$ cat config.mk
export PLATFORM = sky130hd
export DESIGN_NAME = branch_predictor
export DESIGN_NICKNAME = d
export VERILOG_FILES = /design/src/hdl/bp_pkg.sv /design/src/hdl/branch_predictor.sv /design/src/hdl/bp_csr.sv /design/src/hdl/btb.sv /design/src/hdl/gshare.sv
export SDC_FILE = /design/constraint.sdc
export NUM_CORES = 1
export LEC_CHECK = 0
export BUFFER_PORTS_ARGS = -buffer_cell sky130_fd_sc_hd__clkbuf_2
export CAP_MARGIN = 20
export CORE_MARGIN = 10
export CORE_UTILIZATION = 25
export DETAILED_ROUTE_END_ITERATION = 10
export PLACE_DENSITY = 0.44
export SLEW_MARGIN = 5
export SYNTH_ARGS = -nofsm -noshare
export SYNTH_HDL_FRONTEND = slang
export SYNTH_SLANG_ARGS = --single-unit
$ cat constraint.sdc
create_clock -name clk_i -period 2.11 [get_ports clk_i]
set_input_delay 0 -clock clk_i [delete_from_list [all_inputs] [get_ports clk_i]]
set_output_delay 0 -clock clk_i [all_outputs]
set_load 0.02 [all_outputs]
$ cat src/hdl/bp_pkg.sv
`default_nettype none

package bp_pkg;

  // ----------------------------------------------------------
  // Widths and table sizes
  // ----------------------------------------------------------
  localparam int unsigned XLEN      = 32;
  // Byte offset bits, always zero for 32-bit instructions
  localparam int unsigned OFFSET    = 2;
  // History length, also the PHT index width
  localparam int unsigned HLEN      = 4;
  localparam int unsigned PHT_ROWS  = 1 << HLEN;
  localparam int unsigned BTB_IDX_W = 4;
  localparam int unsigned BTB_ROWS  = 1 << BTB_IDX_W;
  localparam int unsigned BTB_TAG_W = XLEN - OFFSET - BTB_IDX_W;

  // APB bus widths
  localparam int unsigned APB_AW = 8;
  localparam int unsigned APB_DW = 32;

  // ----------------------------------------------------------
  // Types
  // ----------------------------------------------------------
  typedef logic [XLEN-1:0]      pc_t;
  typedef logic [HLEN-1:0]      hist_t;
  typedef logic [BTB_TAG_W-1:0] btb_tag_t;
  typedef logic [APB_AW-1:0]    apb_addr_t;
  typedef logic [APB_DW-1:0]    apb_data_t;

  // 2-bit saturating counter states
  typedef enum logic [1:0] {
    SNT = 2'b00,
    WNT = 2'b01,
    WT  = 2'b10,
    ST  = 2'b11
  } c2b_t;

  // Register map
  localparam apb_addr_t ADDR_CTRL  = 8'h00;
  localparam apb_addr_t ADDR_NRES  = 8'h04;
  localparam apb_addr_t ADDR_NMISP = 8'h08;

  // Counter state after reset or flush
  localparam c2b_t INIT_C2B = WNT;

endpackage

`default_nettype wire
$ cat src/hdl/branch_predictor.sv
`timescale 1ns/10ps
`default_nettype none

module branch_predictor import bp_pkg::*; (
  input  wire logic      clk_i,
  input  wire logic      rst_ni,
  // Fetch stage
  input  wire pc_t       curr_pc_i,
  output logic           pred_taken_o,
  output pc_t            pred_target_o,
  output hist_t          pred_hist_o,
  // Execute stage resolution
  input  wire logic      res_valid_i,
  input  wire pc_t       res_pc_i,
  input  wire logic      res_taken_i,
  input  wire pc_t       res_target_i,
  input  wire hist_t     res_hist_i,
  input  wire logic      res_pred_taken_i,
  input  wire pc_t       res_pred_target_i,
  // APB register block
  input  wire logic      psel_i,
  input  wire logic      penable_i,
  input  wire logic      pwrite_i,
  input  wire apb_addr_t paddr_i,
  input  wire apb_data_t pwdata_i,
  output apb_data_t      prdata_o,
  output logic           pready_o,
  output logic           pslverr_o
);

  logic flush;
  logic gs_taken;
  logic btb_hit;

  // ----------------------------------------------------------
  // Direction predictor
  // ----------------------------------------------------------
  gshare gshare_i (
    .clk_i       (clk_i),
    .rst_ni      (rst_ni),
    .flush_i     (flush),
    .curr_pc_i   (curr_pc_i),
    .res_valid_i (res_valid_i),
    .res_taken_i (res_taken_i),
    .res_pc_i    (res_pc_i),
    .res_hist_i  (res_hist_i),
    .taken_o     (gs_taken),
    .hist_o      (pred_hist_o)
  );

  // Target buffer
  btb btb_i (
    .clk_i        (clk_i),
    .rst_ni       (rst_ni),
    .flush_i      (flush),
    .curr_pc_i    (curr_pc_i),
    .res_valid_i  (res_valid_i),
    .res_taken_i  (res_taken_i),
    .res_pc_i     (res_pc_i),
    .res_target_i (res_target_i),
    .hit_o        (btb_hit),
    .target_o     (pred_target_o)
  );

  // Control and statistics
  bp_csr bp_csr_i (
    .clk_i             (clk_i),
    .rst_ni            (rst_ni),
    .psel_i            (psel_i),
    .penable_i         (penable_i),
    .pwrite_i          (pwrite_i),
    .paddr_i           (paddr_i),
    .pwdata_i          (pwdata_i),
    .prdata_o          (prdata_o),
    .pready_o          (pready_o),
    .pslverr_o         (pslverr_o),
    .res_valid_i       (res_valid_i),
    .res_taken_i       (res_taken_i),
    .res_target_i      (res_target_i),
    .res_pred_taken_i  (res_pred_taken_i),
    .res_pred_target_i (res_pred_target_i),
    .flush_o           (flush)
  );

  // Without a BTB hit there is no target, so fetch falls through
  assign pred_taken_o = gs_taken & btb_hit;

endmodule

`default_nettype wire

$ cat src/hdl/bp_csr.sv
`timescale 1ns/10ps
`default_nettype none

module bp_csr import bp_pkg::*; (
  input  wire logic      clk_i,
  input  wire logic      rst_ni,
  // APB slave
  input  wire logic      psel_i,
  input  wire logic      penable_i,
  input  wire logic      pwrite_i,
  input  wire apb_addr_t paddr_i,
  input  wire apb_data_t pwdata_i,
  output apb_data_t      prdata_o,
  output logic           pready_o,
  output logic           pslverr_o,
  // Resolution feedback for statistics
  input  wire logic      res_valid_i,
  input  wire logic      res_taken_i,
  input  wire pc_t       res_target_i,
  input  wire logic      res_pred_taken_i,
  input  wire pc_t       res_pred_target_i,
  // Predictor flush
  output logic           flush_o
);

  // Access phase qualifiers
  logic      access;
  logic      sel_ctrl;
  logic      sel_nres;
  logic      sel_nmisp;
  logic      addr_ok;
  logic      ctrl_wr;

  // Self-clearing control pulses
  logic      flush_q;
  logic      clear_q;

  // Statistics
  apb_data_t nres_q;
  apb_data_t nmisp_q;
  logic      mispredict;

  // ----------------------------------------------------------
  // Address decode
  // ----------------------------------------------------------
  assign access    = psel_i & penable_i;
  assign sel_ctrl  = (paddr_i == ADDR_CTRL);
  assign sel_nres  = (paddr_i == ADDR_NRES);
  assign sel_nmisp = (paddr_i == ADDR_NMISP);
  assign addr_ok   = sel_ctrl | sel_nres | sel_nmisp;
  assign ctrl_wr   = access & pwrite_i & sel_ctrl;

  // No wait states
  assign pready_o  = 1'b1;

  // Unknown address, or a write to a read-only counter
  assign pslverr_o = access & (!addr_ok | (pwrite_i & (sel_nres | sel_nmisp)));

  // CTRL holds only pulses and reads as zero
  always_comb begin
    prdata_o = '0;
    if (sel_nres) begin
      prdata_o = nres_q;
    end else if (sel_nmisp) begin
      prdata_o = nmisp_q;
    end
  end

  // ----------------------------------------------------------
  // Control pulses
  // ----------------------------------------------------------
  // One-cycle pulses raised on the cycle after the access phase
  always_ff @(posedge clk_i or negedge rst_ni) begin
    if (!rst_ni) begin
      flush_q <= 1'b0;
      clear_q <= 1'b0;
    end else begin
      flush_q <= ctrl_wr & pwdata_i[0];
      clear_q <= ctrl_wr & pwdata_i[1];
    end
  end

  assign flush_o = flush_q;

  // ----------------------------------------------------------
  // Statistic counters
  // ----------------------------------------------------------
  // Wrong direction, or right direction but wrong target on taken
  assign mispredict = (res_taken_i != res_pred_taken_i) ||
                      (res_taken_i && res_pred_taken_i &&
                       (res_target_i != res_pred_target_i));

  // Clear has priority over counting and both counters wrap at 32 bits
  always_ff @(posedge clk_i or negedge rst_ni) begin
    if (!rst_ni) begin
      nres_q  <= '0;
      nmisp_q <= '0;
    end else if (clear_q) begin
      nres_q  <= '0;
      nmisp_q <= '0;
    end else if (res_valid_i) begin
      nres_q <= nres_q + 1'b1;
      if (mispredict) begin
        nmisp_q <= nmisp_q + 1'b1;
      end
    end
  end

  // APB setup phase separates two writes, so flush never repeats
  a_flush_pulse: assert property (
    @(posedge clk_i) disable iff (!rst_ni)
    flush_o |=> !flush_o
  );

  // A rejected access raises neither flush nor clear
  a_slverr_no_pulse: assert property (
    @(posedge clk_i) disable iff (!rst_ni)
    pslverr_o |=> !(flush_o || clear_q)
  );

endmodule

`default_nettype wire

$ cat src/hdl/btb.sv
`timescale 1ns/10ps
`default_nettype none

module btb import bp_pkg::*; (
  input  wire logic clk_i,
  input  wire logic rst_ni,
  input  wire logic flush_i,
  // Fetch side lookup
  input  wire pc_t  curr_pc_i,
  // Resolution side update
  input  wire logic res_valid_i,
  input  wire logic res_taken_i,
  input  wire pc_t  res_pc_i,
  input  wire pc_t  res_target_i,
  // Lookup result
  output logic      hit_o,
  output pc_t       target_o
);

  // Entry storage
  logic     valid_q  [BTB_ROWS];
  btb_tag_t tag_q    [BTB_ROWS];
  pc_t      target_q [BTB_ROWS];

  // Split of the lookup and update PCs
  logic [BTB_IDX_W-1:0] idx_r;
  logic [BTB_IDX_W-1:0] idx_w;
  btb_tag_t             tag_r;
  btb_tag_t             tag_w;

  // Entries are written only by taken branches
  logic                 wr_en;

  // ----------------------------------------------------------
  // Address split
  // ----------------------------------------------------------
  assign idx_r = curr_pc_i[BTB_IDX_W+OFFSET-1:OFFSET];
  assign tag_r = curr_pc_i[XLEN-1:BTB_IDX_W+OFFSET];
  assign idx_w = res_pc_i[BTB_IDX_W+OFFSET-1:OFFSET];
  assign tag_w = res_pc_i[XLEN-1:BTB_IDX_W+OFFSET];

  assign wr_en = res_valid_i & res_taken_i;

  // ----------------------------------------------------------
  // Valid bits
  // ----------------------------------------------------------
  always_ff @(posedge clk_i or negedge rst_ni) begin
    if (!rst_ni) begin
      for (int i = 0; i < BTB_ROWS; i++) begin
        valid_q[i] <= 1'b0;
      end
    end else if (flush_i) begin
      // Flush wins over a same-cycle write
      for (int i = 0; i < BTB_ROWS; i++) begin
        valid_q[i] <= 1'b0;
      end
    end else if (wr_en) begin
      valid_q[idx_w] <= 1'b1;
    end
  end

  // ----------------------------------------------------------
  // Tags and targets
  // ----------------------------------------------------------
  // A taken resolution replaces whatever sits at its index
  always_ff @(posedge clk_i) begin
    if (wr_en) begin
      tag_q[idx_w]    <= tag_w;
      target_q[idx_w] <= res_target_i;
    end
  end

  // ----------------------------------------------------------
  // Lookup
  // ----------------------------------------------------------
  assign hit_o    = valid_q[idx_r] && (tag_q[idx_r] == tag_r);
  // Target is meaningful only together with hit_o
  assign target_o = target_q[idx_r];

  // A hit selects an entry written since reset, so its target is known
  a_hit_target_known: assert property (
    @(posedge clk_i) disable iff (!rst_ni)
    hit_o |-> !$isunknown(target_o)
  );

endmodule

`default_nettype wire

$ cat src/hdl/gshare.sv
`timescale 1ns/10ps
`default_nettype none

module gshare import bp_pkg::*; (
  input  wire logic  clk_i,
  input  wire logic  rst_ni,
  input  wire logic  flush_i,
  // Fetch side
  input  wire pc_t   curr_pc_i,
  // Resolution side
  input  wire logic  res_valid_i,
  input  wire logic  res_taken_i,
  input  wire pc_t   res_pc_i,
  input  wire hist_t res_hist_i,
  // Prediction
  output logic       taken_o,
  output hist_t      hist_o
);

  // Global history and counter table
  hist_t history_q;
  c2b_t  pht_q [PHT_ROWS];

  // Read and write indices
  hist_t index_r;
  hist_t index_w;

  // Counter selected by the resolution and its next state
  c2b_t  c2b_cur;
  c2b_t  c2b_next;

  // ----------------------------------------------------------
  // Index hashing
  // ----------------------------------------------------------
  // Fetch index uses the live history
  assign index_r = history_q ^ curr_pc_i[HLEN+OFFSET-1:OFFSET];
  // Training index uses the history snapshot taken at fetch,
  // so it lands on the same row that made the prediction
  assign index_w = res_hist_i ^ res_pc_i[HLEN+OFFSET-1:OFFSET];

  // ----------------------------------------------------------
  // Global history register
  // ----------------------------------------------------------
  always_ff @(posedge clk_i or negedge rst_ni) begin
    if (!rst_ni) begin
      history_q <= '0;
    end else if (flush_i) begin
      history_q <= '0;
    end else if (res_valid_i) begin
      // Newest outcome enters at bit 0
      history_q <= {history_q[HLEN-2:0], res_taken_i};
    end
  end

  // ----------------------------------------------------------
  // Saturating counter update
  // ----------------------------------------------------------
  assign c2b_cur = pht_q[index_w];

  always_comb begin
    c2b_next = c2b_cur;
    case (c2b_cur)
      SNT:     c2b_next = res_taken_i ? WNT : SNT;
      WNT:     c2b_next = res_taken_i ? WT  : SNT;
      WT:      c2b_next = res_taken_i ? ST  : WNT;
      ST:      c2b_next = res_taken_i ? ST  : WT;
      default: c2b_next = INIT_C2B;
    endcase
  end

  // Pattern history table, flush restores every row
  always_ff @(posedge clk_i or negedge rst_ni) begin
    if (!rst_ni) begin
      for (int i = 0; i < PHT_ROWS; i++) begin
        pht_q[i] <= INIT_C2B;
      end
    end else if (flush_i) begin
      for (int i = 0; i < PHT_ROWS; i++) begin
        pht_q[i] <= INIT_C2B;
      end
    end else if (res_valid_i) begin
      pht_q[index_w] <= c2b_next;
    end
  end

  // ----------------------------------------------------------
  // Prediction outputs
  // ----------------------------------------------------------
  // Upper counter bit set means WT or ST
  assign taken_o = pht_q[index_r][1];
  assign hist_o  = history_q;

  // Direction must stay known once out of reset, any X in
  // the table or the fetch PC would leak into fetch redirect
  a_taken_known: assert property (
    @(posedge clk_i) disable iff (!rst_ni)
    !$isunknown(taken_o)
  );

endmodule

`default_nettype wire

; ---- After elaboration in Yosys (flattened, before gate mapping)
; Memory sizes are Yosys's and may differ from the RTL's.
; Cells that the tools add are included.
[word_totals]
register_bits = 118
ramBits = 928
inputBits = 180
output_inout_bits = 71
wordCells = 123
n_memories = 2
[mem_list]
columns = name, depth, word_bits, read_ports, rd_ports_with_merged_regs, write_ports, line_no
row1 = btb_i.target_q, 16, 32, 1, 0, 1, btb.sv:23  ; pc_t target_q [BTB_ROWS];
row2 = btb_i.tag_q, 16, 26, 1, 0, 1, btb.sv:22  ; btb_tag_t tag_q [BTB_ROWS];
[classes]
addsub = 2
magnitude_cmp = 6
eq_ne = 8
mux = 34
bitwise_logic = 20
reduce_logical = 14
[ops]
columns = operator, count
row1 = two-way mux 32 bit, 9
row2 = adder 32 x 1 -> 32 bit (second input constant), 2
row3 = bitwise mux 32 bit, 1
row4 = two-way mux 16 bit, 2
row5 = != test 32 bit, 1
row6 = equality test 26 bit, 1
row7 = >= comparator 5 bit (second input constant), 4
row8 = NOT 4 -> 5 bit, 4
row9 = binary-select mux 2 bit (select 4 bit), 2
row10 = OR 16 bit, 1
row11 = two-way mux 2 bit, 7
row12 = < comparator 5 x 1 -> 1 bit (second input constant), 2
row13 = bitwise AND 1 bit, 9
row14 = demux 2 bit (select 4 bit), 1
row15 = equality test 8 x 3 -> 1 bit (second input constant), 1
row16 = equality test 8 x 4 -> 1 bit (second input constant), 1
row17 = zero test 8 bit, 1
row18 = two-way mux 4 bit, 2
row19 = one-hot mux 2 bit (4 select lines), 1
row20 = nonzero test 2 bit, 4
row21 = XOR 4 bit, 2
row22 = two-way mux 1 bit, 7
row23 = logical AND 1 bit, 5
row24 = binary-select mux 1 bit (select 4 bit), 1
row25 = other kinds (9), 13

; ---- Longest topological paths before layout
; Gate-level depths: netlist of the first run.
[depth]
ltp_word = 10
depth_mapped = 13
mapped_depth_nobuf = 8

; ---- Hierarchy
; A second synthesis of the first run with hierarchy kept.
[hier_totals]
cells_unflattened = 2238
area_unflattened_um2 = 43063.8
[by_module_without_submodules]
columns = module, n_inst, cells_per_inst, area_per_inst_um2, seq_area_each_um2
row1 = btb, 1, 1586, 36572.6, 28267.1
row2 = bp_csr, 1, 473, 4351.7, 1651.6
row3 = gshare, 1, 178, 2133.3, 920.9
row4 = branch_predictor, 1, 1, 6.3, 0.0

; ---- Least setup slack after synthesis of the first run
; Ideal clock, no wire load.
[synth_path]
path_kind = input -> register
from = input port res_valid_i
to = memory btb_i.tag_q[2][0] in the netlist's numbering (enable)
setup_time_ns = 0.548
arrival_ns = 4.873
t_required_ns = 1.562
setup_slack_ns = -3.311
path_stages = 4
n_path_buf = 2
cell_sequence = clkbuf_1 -> buf_1 -> nand4b_1 -> nor3_1
[synth_between]
elab_chain_len = 3
[synth_rtl]
columns = item, line_no
row1 = "start, declared", branch_predictor.sv:13  ; input wire logic res_valid_i,
row2 = bitwise AND 1 bit, btb.sv:42  ; assign wr_en = res_valid_i & res_taken_i;
row3 = two-way mux 1 bit, btb.sv:67  ; if (wr_en) begin
row4 = two-way mux 1 bit (implied by the code), btb.sv:68  ; tag_q[idx_w] <= tag_w;
row5 = "end, declared", btb.sv:22
; Every way passes these cells.

; ---- Worst setup path after layout of the first run
[layout_path]
from = memory btb_i.tag_q[6][21] in the netlist's numbering
to = output port pred_taken_o
[layout_between]
elab_chain_len = 4
[layout_rtl]
columns = item, line_no
row1 = memory read (16 x 26 bit), -
row2 = equality test 26 bit, btb.sv:76  ; assign hit_o = valid_q[idx_r] && (tag_q[idx_r] == tag_r);
row3 = logical AND 1 bit, btb.sv:76
row4 = bitwise AND 1 bit, branch_predictor.sv:86  ; assign pred_taken_o = gs_taken & btb_hit;
row5 = "end, declared", branch_predictor.sv:9  ; output logic pred_taken_o,
; Every way passes these cells.

==> results.md, run 1 <==
* Fraction of final layout cells sized beyond drive strength 1 at between 30% and 40%
* Maximum clock insertion buffer count at 3
* Failing checks: negative setup slack
* Req. time, crit path at 2.11 ns
* Clock-pin slew of the registers on the worst-case setup and hold paths at around 0.060 ns
* Slew of the pin with the lowest slew margin at 0.930 ns
* Number of global-route vias before repair at 25755
* Class of the most critical hold timing path: input port to flop
* Last weighted congestion value of the routability-driven placer at 0.812
* Proportion of synthesized chip area in sequential cells at 72.6%
* Time the final worst path needs with I/O delays and setup at 3.44 ns
* Number of failing hold endpoints at the final stage at 0
* Global-route usage over all layers at 13.7%
* Effective utilization at floorplan at 25.1%
* Setup repair after global routing missed its margin: true
* Endpoint kind of the worst setup timing path: output port
* Maximum ir drop on the vdd rail at around 0.74 mV
* Worst clock skew at 0.0262 ns
* Library cells used by synthesis at 73
* Detailed-route via count at 23937
* Synth warn at 0
* Relative slew margins at a little under two fifths
* Max-cap check violation count at 0
* Total non-filler cell area in the finished layout at ~0.055 sq mm
* M1 wire length at 53800 um
* Number of H-tree levels at 3
* Post-Place Cells at 4860
* Max-slew violation count at 0
* Final total negative setup slack at -7.03 ns
* Final standard cell utilization of the core at 32.4%
* Detailed Place HPWL at ~85000 um
* Wire length on met2 at 66900 um
* Number of antenna violations at the first check in global routing at 24
* Post-Syn Nets at 2397
* Cell count after synthesis at between 2000 and 2500
* Global-route wire length before repair at 187000 um
* Leak at 18.5 nW
* Predominant post-synthesis flop cell: edfxtp_1
* Uppermost signal routing layer after detailed routing: met5
* EDFF count, synth at 928
* WL/cell at 25.2 um
* Root cell of the clock tree: clkbuf_16
* Leading area contributor after synthesis: edfxtp_1
* Post-placement worst setup slack at -0.826 ns
* Number of remaining DRC errors at 0
* # fillers at 16250
* Share of the synthesized area in the top cell type at roughly 66%
* Setup violators final at a little under 50
* Area growth syn-to-layout at 29.0%
* Final critical-path share of the clock period at 163%
* Avg Synthesized Cell Area at 19.2 sq um
* First-pass iteration count of the detailed router at 5
* Post-synthesis register bit count at 1046
* Aggregate routed wire length at 130000 um
* Area after detailed placement at 0.0493 sq mm
* Final Total Pwr at approximately 50 mW
* Data arrival time of the critical path at 3.44 ns
* Count of non-filler cells in the finished layout at 5172
* Violation count after the first detailed-routing iteration at 1803
* Async SR Flop Fraction at around 11%
* Aggregate global routing overflow at 0
* Final worst setup slack at -1.33 ns
* FMAX at 291 MHz
* Run status: finished, violations left
* Number of clock sinks at approximately 1000
* Most numerous cell in the Yosys netlist: edfxtp_1
* Nets at 3033
* Count of boundary I/O pins at between 200 and 300
* Maximum net fanout on the critical path at 1
* Met3 WL post-DR at 5960 um
* Count of input and output buffers at between 200 and 250
* Die area at ~0.19 sq mm
* Crit path kind: flop to output port
* TritonCTS clock tree: done
* Startpoint type of the worst setup path: flop
* Die width at about 430 um
* Most area-consuming cells after synthesis: edfxtp_1 (66%), mux4_2 (14%), dfrtp_1 (6.0%)
* Pin count of the biggest net entering global routing at 70
* Num CTS Buffers at 113
* Core ar. at around 0.17 sq mm
* Post-detailed-route count of antenna-violating nets at 0
* Netlist area before placement at 0.0425 sq mm
* Row cnt at 151
* Post-synth top cells: edfxtp_1 (928), mux4_2 (268), nor2_1 (149), dfrtp_1 (102), xnor2_1 (76)
* Number of vias per cell at 4.63
* Clock latency on the worst-skew pair at 0.71 ns
* P per Cell Area at 910 mW/mm^2
* Die height at 432 um
* Worst Hold Margin at 0.0347 ns
path summary, 6_finish.rpt:
check	from	end	slack (ns)	cells past startpoint
worst min register to register	btb_i.valid_q[10]$_DFFE_PN0P_	btb_i.valid_q[10]$_DFFE_PN0P_	0.50	2
worst max-delay path	btb_i.tag_q[6][21]$_DFFE_PP_	pred_taken_o	-1.33	9
worst min-delay path	res_pc_i[2]	btb_i.tag_q[12][14]$_DFFE_PP_	0.03	4
worst max register to register	gshare_i.pht_q[3]$_DFFE_PN0P_	gshare_i.pht_q[18]$_DFFE_PN1P_	-0.05	9
min in group asynchronous	rst_ni	gshare_i.pht_q[12]$_DFFE_PN1P_	0.58	3
max in group asynchronous	rst_ni	gshare_i.hist_o[2]$_DFFE_PN0P_	0.35	4
sequential cells by signal, indices dropped and copies added, names as in the netlist:
signal	cells
gshare_i.pht_q	32
btb_i.tag_q	416
gshare_i.hist_o	4
bp_csr_i.flush_o	1
btb_i.valid_q	16
btb_i.target_q	512
bp_csr_i.nres_q	32
bp_csr_i.nmisp_q	32
bp_csr_i.clear_q	1
kinds of logic after synthesis:
group / share of synthesized area (%)
xor+xnor: 2.25
compound gates: 3.66
flops: 72.6
buf+inv: 1.52
mux: 15.6
other cells: 0.00883
simple gates: 4.27
fa+ha+maj: 0.112
repair_timing:
action                                  in CTS  in global routing
pin swaps                                   19                 30
cloned                                       2                  2
endpoints found under the setup margin      54                 87
endpoints found under the hold margin     1078                  4
setup buffers                               10                  6
hold buffers                                74                  1
resized for setup                           76                123
final cells by class:
| type | instances | area (sq um) | area share [%] |
|---|---|---|---|
| antenna | 6 | 15.0 | 0.0274 |
| clock buffer | 136 | 2940 | 5.37 |
| clock inverter | 77 | 848 | 1.55 |
| inverter | 21 | 81.3 | 0.148 |
| multi-input combinational | 1038 | 11600 | 21.1 |
| sequential | 1046 | 30800 | 56.3 |
| tap | 2218 | 2780 | 5.07 |
| timing repair buffer | 630 | 5700 | 10.4 |
cell usage in the layout (no fill, tap or decap), drive strengths merged, types with 33 or more instances in the layout:
cell type	count
clkbuf	315
edfxtp	928
dfrtp	102
dlygate4sd3	75
mux4	270
nand2	72
buf	376
a22o	33
nor2	149
mux2i	42
clkinv	53
xor2	33
xnor2	76
nand3	36
a21oi	56
metal layers:
layer,GRT usage (%),up-vias
met5,0,-
met4,3.76,10
met3,2.51,197
met2,24.0,630
met1,17.2,12732
li1,-,10368
worst max-delay path: stages, from the launching register on:
cell and delay, ns:
edfxtp_1 0.37, mux4_2 0.48, mux4_2 0.49, xnor2_2 0.17, buf_6 0.14, nand4_1 0.10, or4_4 0.44, nor4_4 0.22
buf_4 0.18, buf_8 0.11
power breakdown:
group	leakage, nW	internal, mW	switching, mW
Clock	1.82	11.5	8.61
Sequential	9.80	23.4	0.464
Combinational	6.90	2.86	3.03
Total	18.5	37.8	12.1
Power figures use the tool's default switching activity.
==> inputs of run 2 (changes only) <==
--- a/config.mk
+++ b/config.mk
@@ -5,10 +5,12 @@
 export SDC_FILE = /design/constraint.sdc
 export NUM_CORES = 1
 export LEC_CHECK = 0
+export ABC_AREA = 1
 export BUFFER_PORTS_ARGS = -buffer_cell sky130_fd_sc_hd__clkbuf_2
 export CAP_MARGIN = 20
 export CORE_MARGIN = 10
 export CORE_UTILIZATION = 25
+export CTS_CLUSTER_SIZE = 10
 export DETAILED_ROUTE_END_ITERATION = 10
 export PLACE_DENSITY = 0.44
 export SLEW_MARGIN = 5
==> run 2 against run 1 <==
Against the previous run:
- the run still ends with negative setup slack left
- non-clock buffer count decreased by 123
- highest routed layer unchanged
- register-to-register slack improved by 0.23 ns
- critical path depth up 4
- sequential share of layout area is 0.96 points lower
- cell count is 35% higher
- total power shrank 0.35%
- first-iteration DRC count rose by 36%
==> results.md, run 2 <==
* Maximum ir drop on the vdd rail at 0.531 mV (-28%)
* Most common library cell in the layout ignoring fill and taps: edfxtp_1
* Count of boundary I/O pins at 251 (unchanged)
* Maximum clock insertion buffer count at 3 (unchanged)
* Number of clock sinks at 1046 (unchanged)
* Run status: finished, violations left
* Clock-pin slew of the registers on the worst-case setup and hold paths at 0.05 ns (about the same)
* Worst clock skew at 0.0240 ns (-0.00224 ns)
* Most area-consuming cells after synthesis: edfxtp_1 (62%), nand2_1 (7.6%), dfrtp_1 (5.7%)
* Pin count of the biggest net entering global routing at 117 (+67%)
* Final worst setup slack at -0.336 ns (+0.996 ns)
* Max-slew violation count at 0 (unchanged)
* Count of non-filler cells in the finished layout at 7003 (+35%)
* Core ar. at 0.179 sq mm (+5.7%)
* EDFF count, synth at 928 (unchanged)
* Setup repair after global routing missed its margin: true
* Endpoint of the most critical setup path: pred_taken_o
* Count of input and output buffers at 215 (unchanged)
* Last weighted congestion value of the routability-driven placer at 0.819 (+0.96%)
* Combinational family with the most area after synthesis: simple AND/OR/NAND/NOR gates
* Nets at 4766 (+57%)
* Final critical-path share of the clock period at 116% (-47 points)
* Fraction of final layout cells sized beyond drive strength 1 at 14.7% (-23 points)
* Switching power of the nets at 12.5 mW (+3.6%)
* Global-route usage over all layers at 14.5% (+0.84 points)
* Post-synthesis register bit count at 1046 (unchanged)
* Row cnt at 155 (+2.6%)
* Avg Synthesized Cell Area at 10.8 sq um (-44%)
* Detailed-route via count at 32163 (+34%)
* Time the final worst path needs with I/O delays and setup at 2.45 ns (-0.996 ns)
* Number of remaining DRC errors at 0 (unchanged)
* Synthesized-area fraction occupied by xor and xnor cells at 1.09% (-1.2 points)
* Library cells used by synthesis at 38 (-48%)
* Aggregate routed wire length at 149000 um (+15%)
* Post-Synth Adder-Cell Area at 0.0833% (-0.029 points)
* Setup crit start: btb_i.tag_q[5][17]$_DFFE_PP_
* Startpoint type of the worst setup path: flop
* Part of the total power dissipated in sequential elements at 48.3% (+0.4 points)
* Failing checks: negative setup slack
* Share of the synthesized area in the top cell type at 61.8% (-3.8 points)
* Endpoint kind of the worst setup timing path: output port
* Most used cells in the layout excluding fill and tap cells: edfxtp_1 (928), nand2_1 (897), nor2_1 (453)
* Simple-gate share of the synthesized area at 17.2% (+13 points)
* Crit path kind: flop to output port
* Post-synth top cells: edfxtp_1 (928), nand2_1 (909), nor2_1 (480), nand3_1 (375), o21ai_0 (358)
* Effective utilization at floorplan at 25.2% (+0.090 points)
* Maximum net fanout on the critical path at 2 (+1)
* Root cell of the clock tree: clkbuf_16
* Number of antenna violations at the first check in global routing at 18 (-25%)
* Reg-to-reg startpoint: bp_csr_i.clear_q$_DFF_PN0_
* Detailed Place HPWL at 88800 um (+4.2%)
* Cell count after synthesis at 4171 (+88%)
* Proportion of synthesized chip area in sequential cells at 68.4% (-4.2 points)
* Post-Place Cells at 6726 (+38%)
* Area growth syn-to-layout at 23.7%
* Critical path cell sequence: inv_1, a21oi_1, o21ai_0, nand3_1, nand3_1, nand2_1, nand2_1, nand2_1, nand2_1, nor2_1, nand3_1, nor2_4, buf_8
* Slew of the pin with the lowest slew margin at 0.818 ns (-0.112 ns)
* TritonCTS clock tree: done
* Leak at 20.8 nW (+12%)
* Req. time, crit path at 2.11 ns (about the same)
* Die width at 445 um (+2.9%)
* Post-Syn Nets at 4354 (+82%)
* Worst Hold Margin at 0.0611 ns (+0.0264 ns)
* Setup violators final at 1 (-98%)
* Aggregate global routing overflow at 0 (unchanged)
* Global-route wire length before repair at 216000 um (+16%)
* Number of H-tree levels at 4 (+1)
* Worst reg2reg endpoint: bp_csr_i.nres_q[23]$_DFFE_PN0P_
* Predominant post-synthesis flop cell: edfxtp_1
* Cell internal power dissipation at 37.2 mW (-1.6%)
* Number of vias per cell at 4.59 (-0.77%)
* Post-detailed-route count of antenna-violating nets at 0 (unchanged)
* Number of failing hold endpoints at the final stage at 0 (unchanged)
* First-pass iteration count of the detailed router at 5 (unchanged)
* Slowest cell on the critical path: edfxtp_1
* Largest register by flop count: btb_i.target_q
* Number of flip-flops in the largest register at 512 (unchanged)
* Most numerous cell in the Yosys netlist: edfxtp_1
* Violation count after the first detailed-routing iteration at 2446 (+36%)
* Max-cap check violation count at 0 (unchanged)
* Cell type with the highest occurrence count on the critical path: nand2_1
* Clock latency on the worst-skew pair at 0.76 ns (+0.05 ns)
* Part of the power in combinational logic at 10.7% (-1.1 points)
* Leading area contributor after synthesis: edfxtp_1
* Delay of the slowest cell on the worst path at 0.32 ns (-0.17 ns)
* Final Total Pwr at 49.7 mW (-0.35%)
* FMAX at 409 MHz (+41%)
* Relative slew margins at 45.3% (+7.3 points)
* Largest regs: btb_i.target_q x512, btb_i.tag_q x416
* Data arrival time of the critical path at 2.45 ns (-0.99 ns)
* P per Cell Area at 892 mW/mm^2 (-2.1%)
* Number of global-route vias before repair at 31405 (+22%)
* Die height at 445 um (+2.9%)
* Fraction of synthesized area in multiplexers at 0% (-16 points)
* Post-CTS Repair Setup Buffers at 0 (-10)
* R2R depth at 10 (+1)
* Share of total power in the clock network at 40.9% (+0.6 points)
* Netlist area before placement at 0.0451 sq mm (+6.1%)
* Die area at 0.198 sq mm (+5.8%)
* Synth Area in Compound Gates at 8.39% (+4.7 points)
* Setup slack, reg-to-reg at 0.18 ns (+0.23 ns)
* Async SR Flop Fraction at 11.3% (unchanged)
* Fraction of power spent switching nets at 25.2% (+0.96 points)
* Synth warn at 0 (unchanged)
* Num CTS Buffers at 130 (+15%)
* WL/cell at 21.3 um (-15%)
* Class of the most critical hold timing path: input port to flop
-- run 2: cell types whose count changed in the layout (fill, tap and decap cells not counted), moves of 29 or more --
| cell | change |
|---|---|
| buf_4 | -115 |
| mux2i_1 | -39 |
| nor3_1 | +29 |
| a22o_1 | -33 |
| nand2_1 | +830 |
| clkbuf_2 | +29 |
| o221ai_1 | +98 |
| mux4_2 | -270 |
| nor2_1 | +323 |
| o211ai_1 | +36 |
| inv_1 | +308 |
| o21ai_0 | +332 |
| nand3_1 | +331 |
| o22ai_1 | +46 |
-- run 2: per-layer routing --
layer,global-route usage (%),share of wire [%],up-vias
met1,19.2,45,15871
met4,4.26,2.0,6
met3,2.40,4.4,184
met2,24.4,49,762
met5,0,0.027,-
li1,-,-,15340
-- run 2: how the worst min path moves through the flow --
stage | startpoint | endpoint | slack [ns] | cells past startpoint
after global placement | rst_ni | gshare_i.hist_o[3]$_DFFE_PN0P_ | -0.11 | 1
after CTS | penable_i | bp_csr_i.clear_q$_DFF_PN0_ | 0.01 | 4
after floorplan | rst_ni | bp_csr_i.clear_q$_DFF_PN0_ | -0.30 | 0
after global routing | penable_i | bp_csr_i.clear_q$_DFF_PN0_ | 0.06 | 4
after detailed placement | rst_ni | gshare_i.hist_o[3]$_DFFE_PN0P_ | -0.11 | 1
final | res_pc_i[2] | gshare_i.pht_q[8]$_DFFE_PN1P_ | 0.06 | 8
-- run 2: power groups by stage --
stage	combinational (mW)	clock, mW	sequential (mW)
6_report	5.34	20.3	24.0
5_1_grt	6.00	21.6	24.1
4_1_cts	5.35	20.9	24.0
3_5_place_dp	5.18	0	24.4
3_3_place_gp	5.18	0	24.4
2_1_floorplan	2.90	0	24.3
-- run 2: cells by family after synthesis --
family                   Yosys count
flip-flops                      1046
XOR/XNOR                          55
adder cells (fa/ha/maj)            3
AND/OR/NAND/NOR                 1879
AO/OA/AOI/OAI                    627
other                              1
buffers and inverters            560
-- run 2: through the flow --
stage          util [%]  cell area (sq um)  TNS [ns]  worst slack [ns]
6_report           31.2              55700    -0.336            -0.336
5_1_grt            31.2              55700    -0.560            -0.560
4_1_cts            31.0              55500    -0.472            -0.472
3_5_place_dp       28.5              50900     -2.02            -0.111
3_3_place_gp       28.5              50900     -1.65            -0.130
2_1_floorplan         -              45100   -350.70            -0.374
-- run 2: timing repair --
action                                  CTS  global route
cloned                                    0             3
hold buffers                             77             1
pin swaps                                 4            16
setup endpoints to repair                 2            58
resized for setup                        16            43
endpoints found under the hold margin  1093             4
-- run 2: area by class of cell --
| type | count | area [sq um] |
|---|---|---|
| clock buffers | 162 | 3520 |
| multi-input cells | 2566 | 12400 |
| inverters | 332 | 1270 |
| fillers | 18296 | 123000 |
| clock inverters | 27 | 243 |
| repair buffers | 507 | 4530 |
| diodes | 8 | 20.0 |
| well taps | 2355 | 2950 |
| flip-flops and latches | 1046 | 30800 |
-- run 2: worst max-delay path: cells and delay by family (launching register included) --
| family | cells | cell delay (ns) |
|---|---|---|
| flops | 1 | 0.32 |
| buf+inv | 2 | 0.16 |
| simple gates | 9 | 1.01 |
| compound gates | 2 | 0.21 |
